[src/hw/display_defs.svh]
`ifndef DISPLAY_DEFS_SVH
`define DISPLAY_DEFS_SVH

// ************************************************************************
// Display timing and message geometry
// ************************************************************************

// Clock cycles between scroll steps. That is about half a second at 100 MHz.
`define SCROLL_DIVIDE 50_000_000

// Clock cycles between digit refreshes.
`define REFRESH_DIVIDE 50_000

// Number of seven-segment digits on the board.
`define DIGIT_COUNT 4

// Characters in the fixed message.
`define MESSAGE_LENGTH 28

// Character code that lights no segment.
`define BLANK_CHAR 5'd13

// Distinct windows in one pass of the message.
`define SCROLL_STEPS 32

`endif
[src/hw/display_pkg.sv]
`default_nettype none

package display_pkg;

    // ************************************************************************
    // Character and window types
    // ************************************************************************

    // Codes 0 to 15 and 17 have glyphs and 13 is the blank.
    // Any code without a glyph shows as blank.
    typedef logic [4:0] char_code_t;

    // Four characters as seen on the display. The first is the leftmost digit.
    typedef struct packed {
        char_code_t first;
        char_code_t second;
        char_code_t third;
        char_code_t fourth;
    } digit_window_t;

endpackage

`default_nettype wire

[src/hw/scrolling_message_display.sv]
`timescale 1ns/1ps
`default_nettype none

`include "display_defs.svh"

module scrolling_message_display #(
    parameter int SCROLL_DIVIDE  = `SCROLL_DIVIDE,
    parameter int REFRESH_DIVIDE = `REFRESH_DIVIDE
) (
    input  logic                    S_clk,
    input  logic                    reset,
    output logic [`DIGIT_COUNT-1:0] digit_enable_n,
    output logic [6:0]              segment_n
);

    import display_pkg::*;

    logic          scroll_tick;
    logic          refresh_tick;
    digit_window_t window;

    // ************************************************************************
    // Timing ticks
    // ************************************************************************

    tick_divider #(
        .DIVIDE (SCROLL_DIVIDE)
    ) scroll_div (
        .S_clk (S_clk),
        .reset (reset),
        .tick  (scroll_tick)
    );

    tick_divider #(
        .DIVIDE (REFRESH_DIVIDE)
    ) refresh_div (
        .S_clk (S_clk),
        .reset (reset),
        .tick  (refresh_tick)
    );

    // ************************************************************************
    // Message window and digit scan
    // ************************************************************************

    message_scroller u_scroller (
        .S_clk       (S_clk),
        .reset       (reset),
        .scroll_tick (scroll_tick),
        .window      (window)
    );

    digit_scanner u_scanner (
        .S_clk          (S_clk),
        .reset          (reset),
        .refresh_tick   (refresh_tick),
        .window         (window),
        .digit_enable_n (digit_enable_n),
        .segment_n      (segment_n)
    );

endmodule

`default_nettype wire

[src/hw/digit_scanner.sv]
`timescale 1ns/1ps
`default_nettype none

`include "display_defs.svh"

module digit_scanner (
    input  logic                       S_clk,
    input  logic                       reset,
    input  logic                       refresh_tick,
    input  display_pkg::digit_window_t window,
    output logic [`DIGIT_COUNT-1:0]    digit_enable_n,
    output logic [6:0]                 segment_n
);

    import display_pkg::*;

    localparam int INDEX_WIDTH = $clog2(`DIGIT_COUNT);
    localparam logic [`DIGIT_COUNT-1:0] LEFT_DIGIT = {1'b1, {(`DIGIT_COUNT - 1){1'b0}}};

    logic [INDEX_WIDTH-1:0] digit_index;
    char_code_t             selected_char;
    char_code_t             shown_char;

    always_comb
    begin
        case (digit_index)
            2'd0:    selected_char = window.first;
            2'd1:    selected_char = window.second;
            2'd2:    selected_char = window.third;
            default: selected_char = window.fourth;
        endcase
    end

    // ************************************************************************
    // Digit scan
    // ************************************************************************

    // Enable and character are registered together, so the decoded
    // segments switch on the same edge as the digit.
    always_ff @(posedge S_clk or posedge reset)
    begin
        if (reset)
        begin
            digit_index    <= '0;
            digit_enable_n <= '1;
            shown_char     <= `BLANK_CHAR;
        end
        else if (refresh_tick)
        begin
            digit_index    <= digit_index + 1'b1;
            digit_enable_n <= ~(LEFT_DIGIT >> digit_index);
            shown_char     <= selected_char;
        end
    end

    segment_decoder u_decoder (
        .char_code (shown_char),
        .segment_n (segment_n)
    );

endmodule

`default_nettype wire

[src/hw/message_scroller.sv]
`timescale 1ns/1ps
`default_nettype none

`include "display_defs.svh"

module message_scroller (
    input  logic                       S_clk,
    input  logic                       reset,
    input  logic                       scroll_tick,
    output display_pkg::digit_window_t window
);

    import display_pkg::*;

    localparam int PADDED_LENGTH = `MESSAGE_LENGTH + 2 * `DIGIT_COUNT - 1;
    localparam int STEP_WIDTH    = $clog2(`SCROLL_STEPS);
    localparam int INDEX_WIDTH   = $clog2(PADDED_LENGTH);

    // ************************************************************************
    // Message table
    // ************************************************************************

    // The message enters from the right behind three blanks and leaves
    // to the left ahead of four blanks, so step 31 shows an empty display.
    localparam char_code_t PADDED [PADDED_LENGTH] = '{
        `BLANK_CHAR, `BLANK_CHAR, `BLANK_CHAR,
        5'd11, 5'd17, 5'd12, 5'd14, 5'd8,  5'd13, 5'd7,
        5'd10, 5'd14, 5'd0,  5'd13, 5'd3,  5'd10, 5'd5,
        5'd2,  5'd15, 5'd13, 5'd1,  5'd17, 5'd4,  5'd10,
        5'd14, 5'd9,  5'd13, 5'd10, 5'd1,  5'd6,  5'd15,
        `BLANK_CHAR, `BLANK_CHAR, `BLANK_CHAR, `BLANK_CHAR
    };

    logic [STEP_WIDTH-1:0] step;
    logic [STEP_WIDTH-1:0] step_next;

    function automatic digit_window_t window_at(input logic [STEP_WIDTH-1:0] k);
        logic [INDEX_WIDTH-1:0] base;
        digit_window_t          w;
        base     = INDEX_WIDTH'(k);
        w.first  = PADDED[base];
        w.second = PADDED[base + INDEX_WIDTH'(1)];
        w.third  = PADDED[base + INDEX_WIDTH'(2)];
        w.fourth = PADDED[base + INDEX_WIDTH'(3)];
        return w;
    endfunction

    // ************************************************************************
    // Step counter and window register
    // ************************************************************************

    always_comb
    begin
        step_next = step;
        if (scroll_tick)
        begin
            if (step == STEP_WIDTH'(`SCROLL_STEPS - 1))
                step_next = '0;
            else
                step_next = step + 1'b1;
        end
    end

    // The window is loaded from the next step, so it moves on the same edge
    // as the counter.
    always_ff @(posedge S_clk or posedge reset)
    begin
        if (reset)
        begin
            step   <= '0;
            window <= '{`BLANK_CHAR, `BLANK_CHAR, `BLANK_CHAR, `BLANK_CHAR};
        end
        else
        begin
            step   <= step_next;
            window <= window_at(step_next);
        end
    end

endmodule

`default_nettype wire

[src/hw/segment_decoder.sv]
`timescale 1ns/1ps
`default_nettype none

module segment_decoder (
    input  display_pkg::char_code_t char_code,
    output logic [6:0]              segment_n
);

    // Segments are active low. Bit 6 is segment a and bit 0 is segment g.
    always_comb
    begin
        case (char_code)
            5'd0:    segment_n = 7'h44;
            5'd1:    segment_n = 7'h20;
            5'd2:    segment_n = 7'h4f;
            5'd3:    segment_n = 7'h71;
            5'd4:    segment_n = 7'h2b;
            5'd5:    segment_n = 7'h6a;
            5'd6:    segment_n = 7'h18;
            5'd7:    segment_n = 7'h7a;
            5'd8:    segment_n = 7'h24;
            5'd9:    segment_n = 7'h0f;
            5'd10:   segment_n = 7'h08;
            5'd11:   segment_n = 7'h00;
            5'd12:   segment_n = 7'h31;
            5'd13:   segment_n = 7'h7f;
            5'd14:   segment_n = 7'h30;
            5'd15:   segment_n = 7'h38;
            // A dash lights only the middle bar.
            5'd17:   segment_n = 7'b1111110;
            default: segment_n = 7'h7f;
        endcase
    end

endmodule

`default_nettype wire

[src/hw/tick_divider.sv]
`timescale 1ns/1ps
`default_nettype none

module tick_divider #(
    parameter int DIVIDE = 4
) (
    input  logic S_clk,
    input  logic reset,
    output logic tick
);

    localparam int COUNT_WIDTH = (DIVIDE > 1) ? $clog2(DIVIDE) : 1;
    localparam logic [COUNT_WIDTH-1:0] LAST_COUNT = COUNT_WIDTH'(DIVIDE - 1);

    logic [COUNT_WIDTH-1:0] count;

    always_ff @(posedge S_clk or posedge reset)
    begin
        if (reset)
            count <= '0;
        else if (count == LAST_COUNT)
            count <= '0;
        else
            count <= count + 1'b1;
    end

    // The pulse is seen by the consumers on the edge where the count wraps.
    assign tick = (count == LAST_COUNT);

endmodule

`default_nettype wire

[config.mk]
export PLATFORM = sky130hd
export DESIGN_NAME = scrolling_message_display
export DESIGN_NICKNAME = d
export VERILOG_FILES = /design/src/hw/display_pkg.sv /design/src/hw/scrolling_message_display.sv /design/src/hw/digit_scanner.sv /design/src/hw/message_scroller.sv /design/src/hw/segment_decoder.sv /design/src/hw/tick_divider.sv
export VERILOG_INCLUDE_DIRS = /design/src /design/src/hw
export SDC_FILE = /design/constraint.sdc
export NUM_CORES = 1
export LEC_CHECK = 0
export ABC_CLOCK_PERIOD_IN_PS = 4019
export BUFFER_PORTS_ARGS = -buffer_cell sky130_fd_sc_hd__buf_4
export CAP_MARGIN = 20
export CORE_ASPECT_RATIO = 1.5
export CORE_MARGIN = 2
export CORE_UTILIZATION = 57
export DETAILED_ROUTE_END_ITERATION = 12
export PLACE_DENSITY_LB_ADDON = 0.1
export SYNTH_ARGS = -nofsm -noshare
export SYNTH_HDL_FRONTEND = slang
export SYNTH_SLANG_ARGS = --single-unit
[constraint.sdc]
create_clock -name S_clk -period 4.02 [get_ports S_clk]
set_clock_uncertainty 0.1 [all_clocks]
set_input_delay 0.603 -clock S_clk [delete_from_list [all_inputs] [get_ports S_clk]]
set_output_delay 0.603 -clock S_clk [all_outputs]
set_load 0.01 [all_outputs]
==> results.sh <==
export IMPL_status="finished clean"
export IMPL_wl_per_cell_um=17.60
export IMPL_path_cells="nor3b_1, nand4_4, o31a_1, nor2_1, inv_1, ha_1, and2_1, a221o_2, xnor2_4, nor3_1, o32a_1, o32ai_1"
export IMPL_io_buffers=12
export IMPL_synth_seq_cells=78
export IMPL_track_usage_pct=25.71
export IMPL_synthCells=570
export IMPL_vias=4305
export IMPL_cts_num_sinks=78
export IMPL_cp_num_cells=12
export IMPL_setup_viol=0
export IMPL_nets=600
export IMPL_postCtsHoldBufs=0
export IMPL_insertion_delay_ns=0.33
export IMPL_synth_top_area_share_pct=28.68
export IMPL_vdd_ir_drop_max_mv=0.2680
export IMPL_gp_congestion=0.9539
export IMPL_row_count=42
export IMPL_h_tree_depth=3
export IMPL_die_w_um=81.59
export IMPL_cp_startpoint="scroll_div.count[7]"
export IMPL_yosysSeqAreaShare_pct=38.38
export IMPL_ff2ff_path_depth=12
export IMPL_final_antenna_net_count=0
export IMPL_drc=0
export IMPL_cpPeakStageDelay_ns=0.45
export IMPL_async_flop_share_pct=100.0
export IMPL_cts_root_buf="clkbuf_16"
export IMPL_synthXorXnorAreaFrac_pct=9.212
export IMPL_rsz0062_at_grt="no"
export IMPL_synthFlopType="dfrtp_1"
export IMPL_hold_class="in -> async"
export IMPL_diodes=0
export IMPL_cp_end_kind="flop"
export IMPL_synthSimpleGateAreaFrac_pct=22.80
export IMPL_crit_end="u_scroller.window[1]"
export IMPL_drt_total_wl_um=12110
export IMPL_die_height_um=120.4
export IMPL_max_freq_mhz=266.6
export IMPL_grt_ovfl_total=0
export IMPL_crit_slowest_cell="a221o_2"
export IMPL_synth_top_family_by_area="simple AND/OR/NAND/NOR gates"
export IMPL_cts_buffers=9
export IMPL_muxShareOfSynthArea_pct=3.087
export IMPL_grt_pass1_vias=4019
export IMPL_crit_fanout=15
export IMPL_syn_area_mm2=0.005147
export IMPL_core_area_mm2=0.008828
export IMPL_r2r_end="u_scroller.window[1]"
export IMPL_dr_pass1_iters=4
export IMPL_finalCriticalPeriod_ns=3.752
export IMPL_required_ns=4.15
export IMPL_antenna_found_initial=0
export IMPL_finalMaxSlewViolations=0
export IMPL_synth_edf_count=0
export IMPL_yosysWarnings=0
export IMPL_synth_commonest_cells="60 x nand2_1, 60 x nor2_1, 59 x dfrtp_1"
export IMPL_vias_per_cell=6.257
export IMPL_synth_nets=597
export IMPL_critical_path_top_delay_family="compound AO/OA/AOI/OAI gates"
export IMPL_areaGrowthSynthToFinish_pct=10.31
export IMPL_io_pins=13
export IMPL_r2r_slack_ns=0.27
export IMPL_finalHoldViolations=0
export IMPL_cp_start_kind="flop"
export IMPL_timing_rr_start="scroll_div.count[7]"
export IMPL_grt_pass1_wl_um=19500
export IMPL_yosys_cell_types_count=71
export IMPL_synth_compound_area_share_pct=16.60
export IMPL_post_synth_cell_area_avg_um2=9.031
export IMPL_cts_clk_slew_worst_paths_ns=0.06
export IMPL_synth_area_leaders="dfrtp_1 29%, dfstp_2 9.7%, ha_1 6.1%"
export IMPL_synth_largest_area_cell="dfrtp_1"
export IMPL_start_util_pct=58.30
export IMPL_setup_worst_path_class="reg -> reg"
export IMPL_cts_max_path_buffers=2
export IMPL_drtIter0Drc=259
export IMPL_fill_cells=748
export IMPL_finalSetupTns_ns=0
export IMPL_critical_path_buf_inv_count=1
export IMPL_postCtsSetupBuffers=0
export IMPL_period_share_pct=93.32
export IMPL_synth_adder_area_share_pct=6.077
export IMPL_grt_max_degree=46
export IMPL_cellPowerDensity_mw_per_mm2=282.0
export IMPL_cts_resized=0
export IMPL_dpl_hpwl_um=8596
export IMPL_total_power_uw=1601
export IMPL_max_cap_viol_count=0
export IMPL_worstMarginPinSlew_ns=0.7208
export IMPL_relSlewSlack_pct=51.60
export IMPL_leakage_uw=0.002429
export IMPL_layout_drive_gt1_share_pct=15.05
export IMPL_die_area_mm2=0.009822
export IMPL_cts_tree="done"
export IMPL_cp_arrival_ns=3.88
## sequential cells by signal, summed over array words and instances (netlist names)
name                      cells
u_scanner.shown_char          5
u_scroller.window            20
u_scanner.digit_index         2
u_scroller.step               5
refresh_div.count            16
scroll_div.count             26
u_scanner.digit_enable_n      4
## worst min-delay path by stage
stage / cells past startpoint / slack [ns] / start / to
after floorplan: 1 / 0.33 / refresh_div.count[0] / refresh_div.count[0]
after global placement: 1 / 0.35 / refresh_div.count[0] / refresh_div.count[0]
after detailed placement: 1 / 0.37 / refresh_div.count[0] / refresh_div.count[0]
after CTS: 2 / 0.33 / reset / scroll_div.count[8]
after global routing: 2 / 0.36 / reset / scroll_div.count[20]
final: 2 / 0.31 / reset / scroll_div.count[19]
## stage by stage
step / hold slack, ns / instance area [µm²] / instances / setup WS [ns] / utilization (%)
floorplan: 0.3251 / 5156 / 570 / 0.2012 / -
global placement: 0.3464 / 5343 / 671 / 0.3312 / 60.52
detailed placement: 0.3702 / 5343 / 671 / 0.1559 / 60.52
CTS: 0.3269 / 5637 / 687 / 0.1758 / 63.85
global route: 0.3582 / 5678 / 688 / 0.01859 / 64.31
finish: 0.3061 / 5678 / 688 / 0.2685 / 64.31
## cell families after synthesis
logic type,count (synthesis)
simple gates,232
compound gates,125
flops,78
xor+xnor,49
buf+inv,48
fa+ha+maj,25
mux,13
## cells in the final DEF, fill, tap and decap left out, types with 4 or more instances in the layout
| master | netlist | final |
|---|---|---|
| a211oi_1 | 5 | 5 |
| a21oi_1 | 22 | 22 |
| a222oi_1 | 5 | 5 |
| and2_1 | 4 | 4 |
| and3_1 | 12 | 12 |
| buf_4 | 2 | 23 |
| clkbuf_16 | 0 | 9 |
| dfrtp_1 | 59 | 59 |
| dfstp_2 | 19 | 19 |
| ha_1 | 25 | 24 |
| inv_1 | 14 | 13 |
| mux2i_1 | 8 | 8 |
| nand2_1 | 60 | 60 |
| nand2b_1 | 5 | 5 |
| nand3_1 | 31 | 31 |
| nand4_1 | 11 | 11 |
| nor2_1 | 60 | 60 |
| nor3_1 | 19 | 19 |
| nor4_1 | 9 | 7 |
| o211ai_1 | 5 | 5 |
| o21ai_0 | 38 | 38 |
| o221ai_1 | 5 | 5 |
| o22ai_1 | 5 | 5 |
| o311ai_0 | 6 | 6 |
| xnor2_1 | 26 | 25 |
| xor2_1 | 20 | 20 |
## area by class of cell
| class | instances | area, µm² | area share (%) |
|---|---|---|---|
| Inverter | 16 | 62.56 | 1.102 |
| Tap cell | 110 | 137.6 | 2.424 |
| Multi-Input combinational cell | 444 | 3015 | 53.11 |
| Clock inverter | 4 | 47.55 | 0.8374 |
| Timing Repair Buffer | 24 | 192.7 | 3.394 |
| Sequential cell | 78 | 1976 | 34.79 |
| Clock buffer | 12 | 246.5 | 4.341 |
## worst register-to-register path, stage by stage (launching register included)
cell and delay [ns]:
dfrtp_1 0.42, nor3b_1 0.36, nand4_4 0.23, o31a_1 0.39, nor2_1 0.17, inv_1 0.13, ha_1 0.23, and2_1 0.14
a221o_2 0.45, xnor2_4 0.40, nor3_1 0.10, o32a_1 0.30, o32ai_1 0.23
## routing by layer
| layer | part of all wire (%) | global-route usage (%) |
|---|---|---|
| met2 | 51 | 43.80 |
| met1 | 41 | 30.84 |
| met4 | 4.3 | 13.44 |
| met3 | 3.9 | 3.582 |
| met5 | 0 | 0 |
## where the power goes
group          internal (µW)  leakage [µW]  total [µW]  switching [µW]
clock network            496      0.000143         797             301
logic                   2.69       0.00130        17.9            15.2
registers                786      0.000989         786               0
Power figures use the tool's default switching activity.
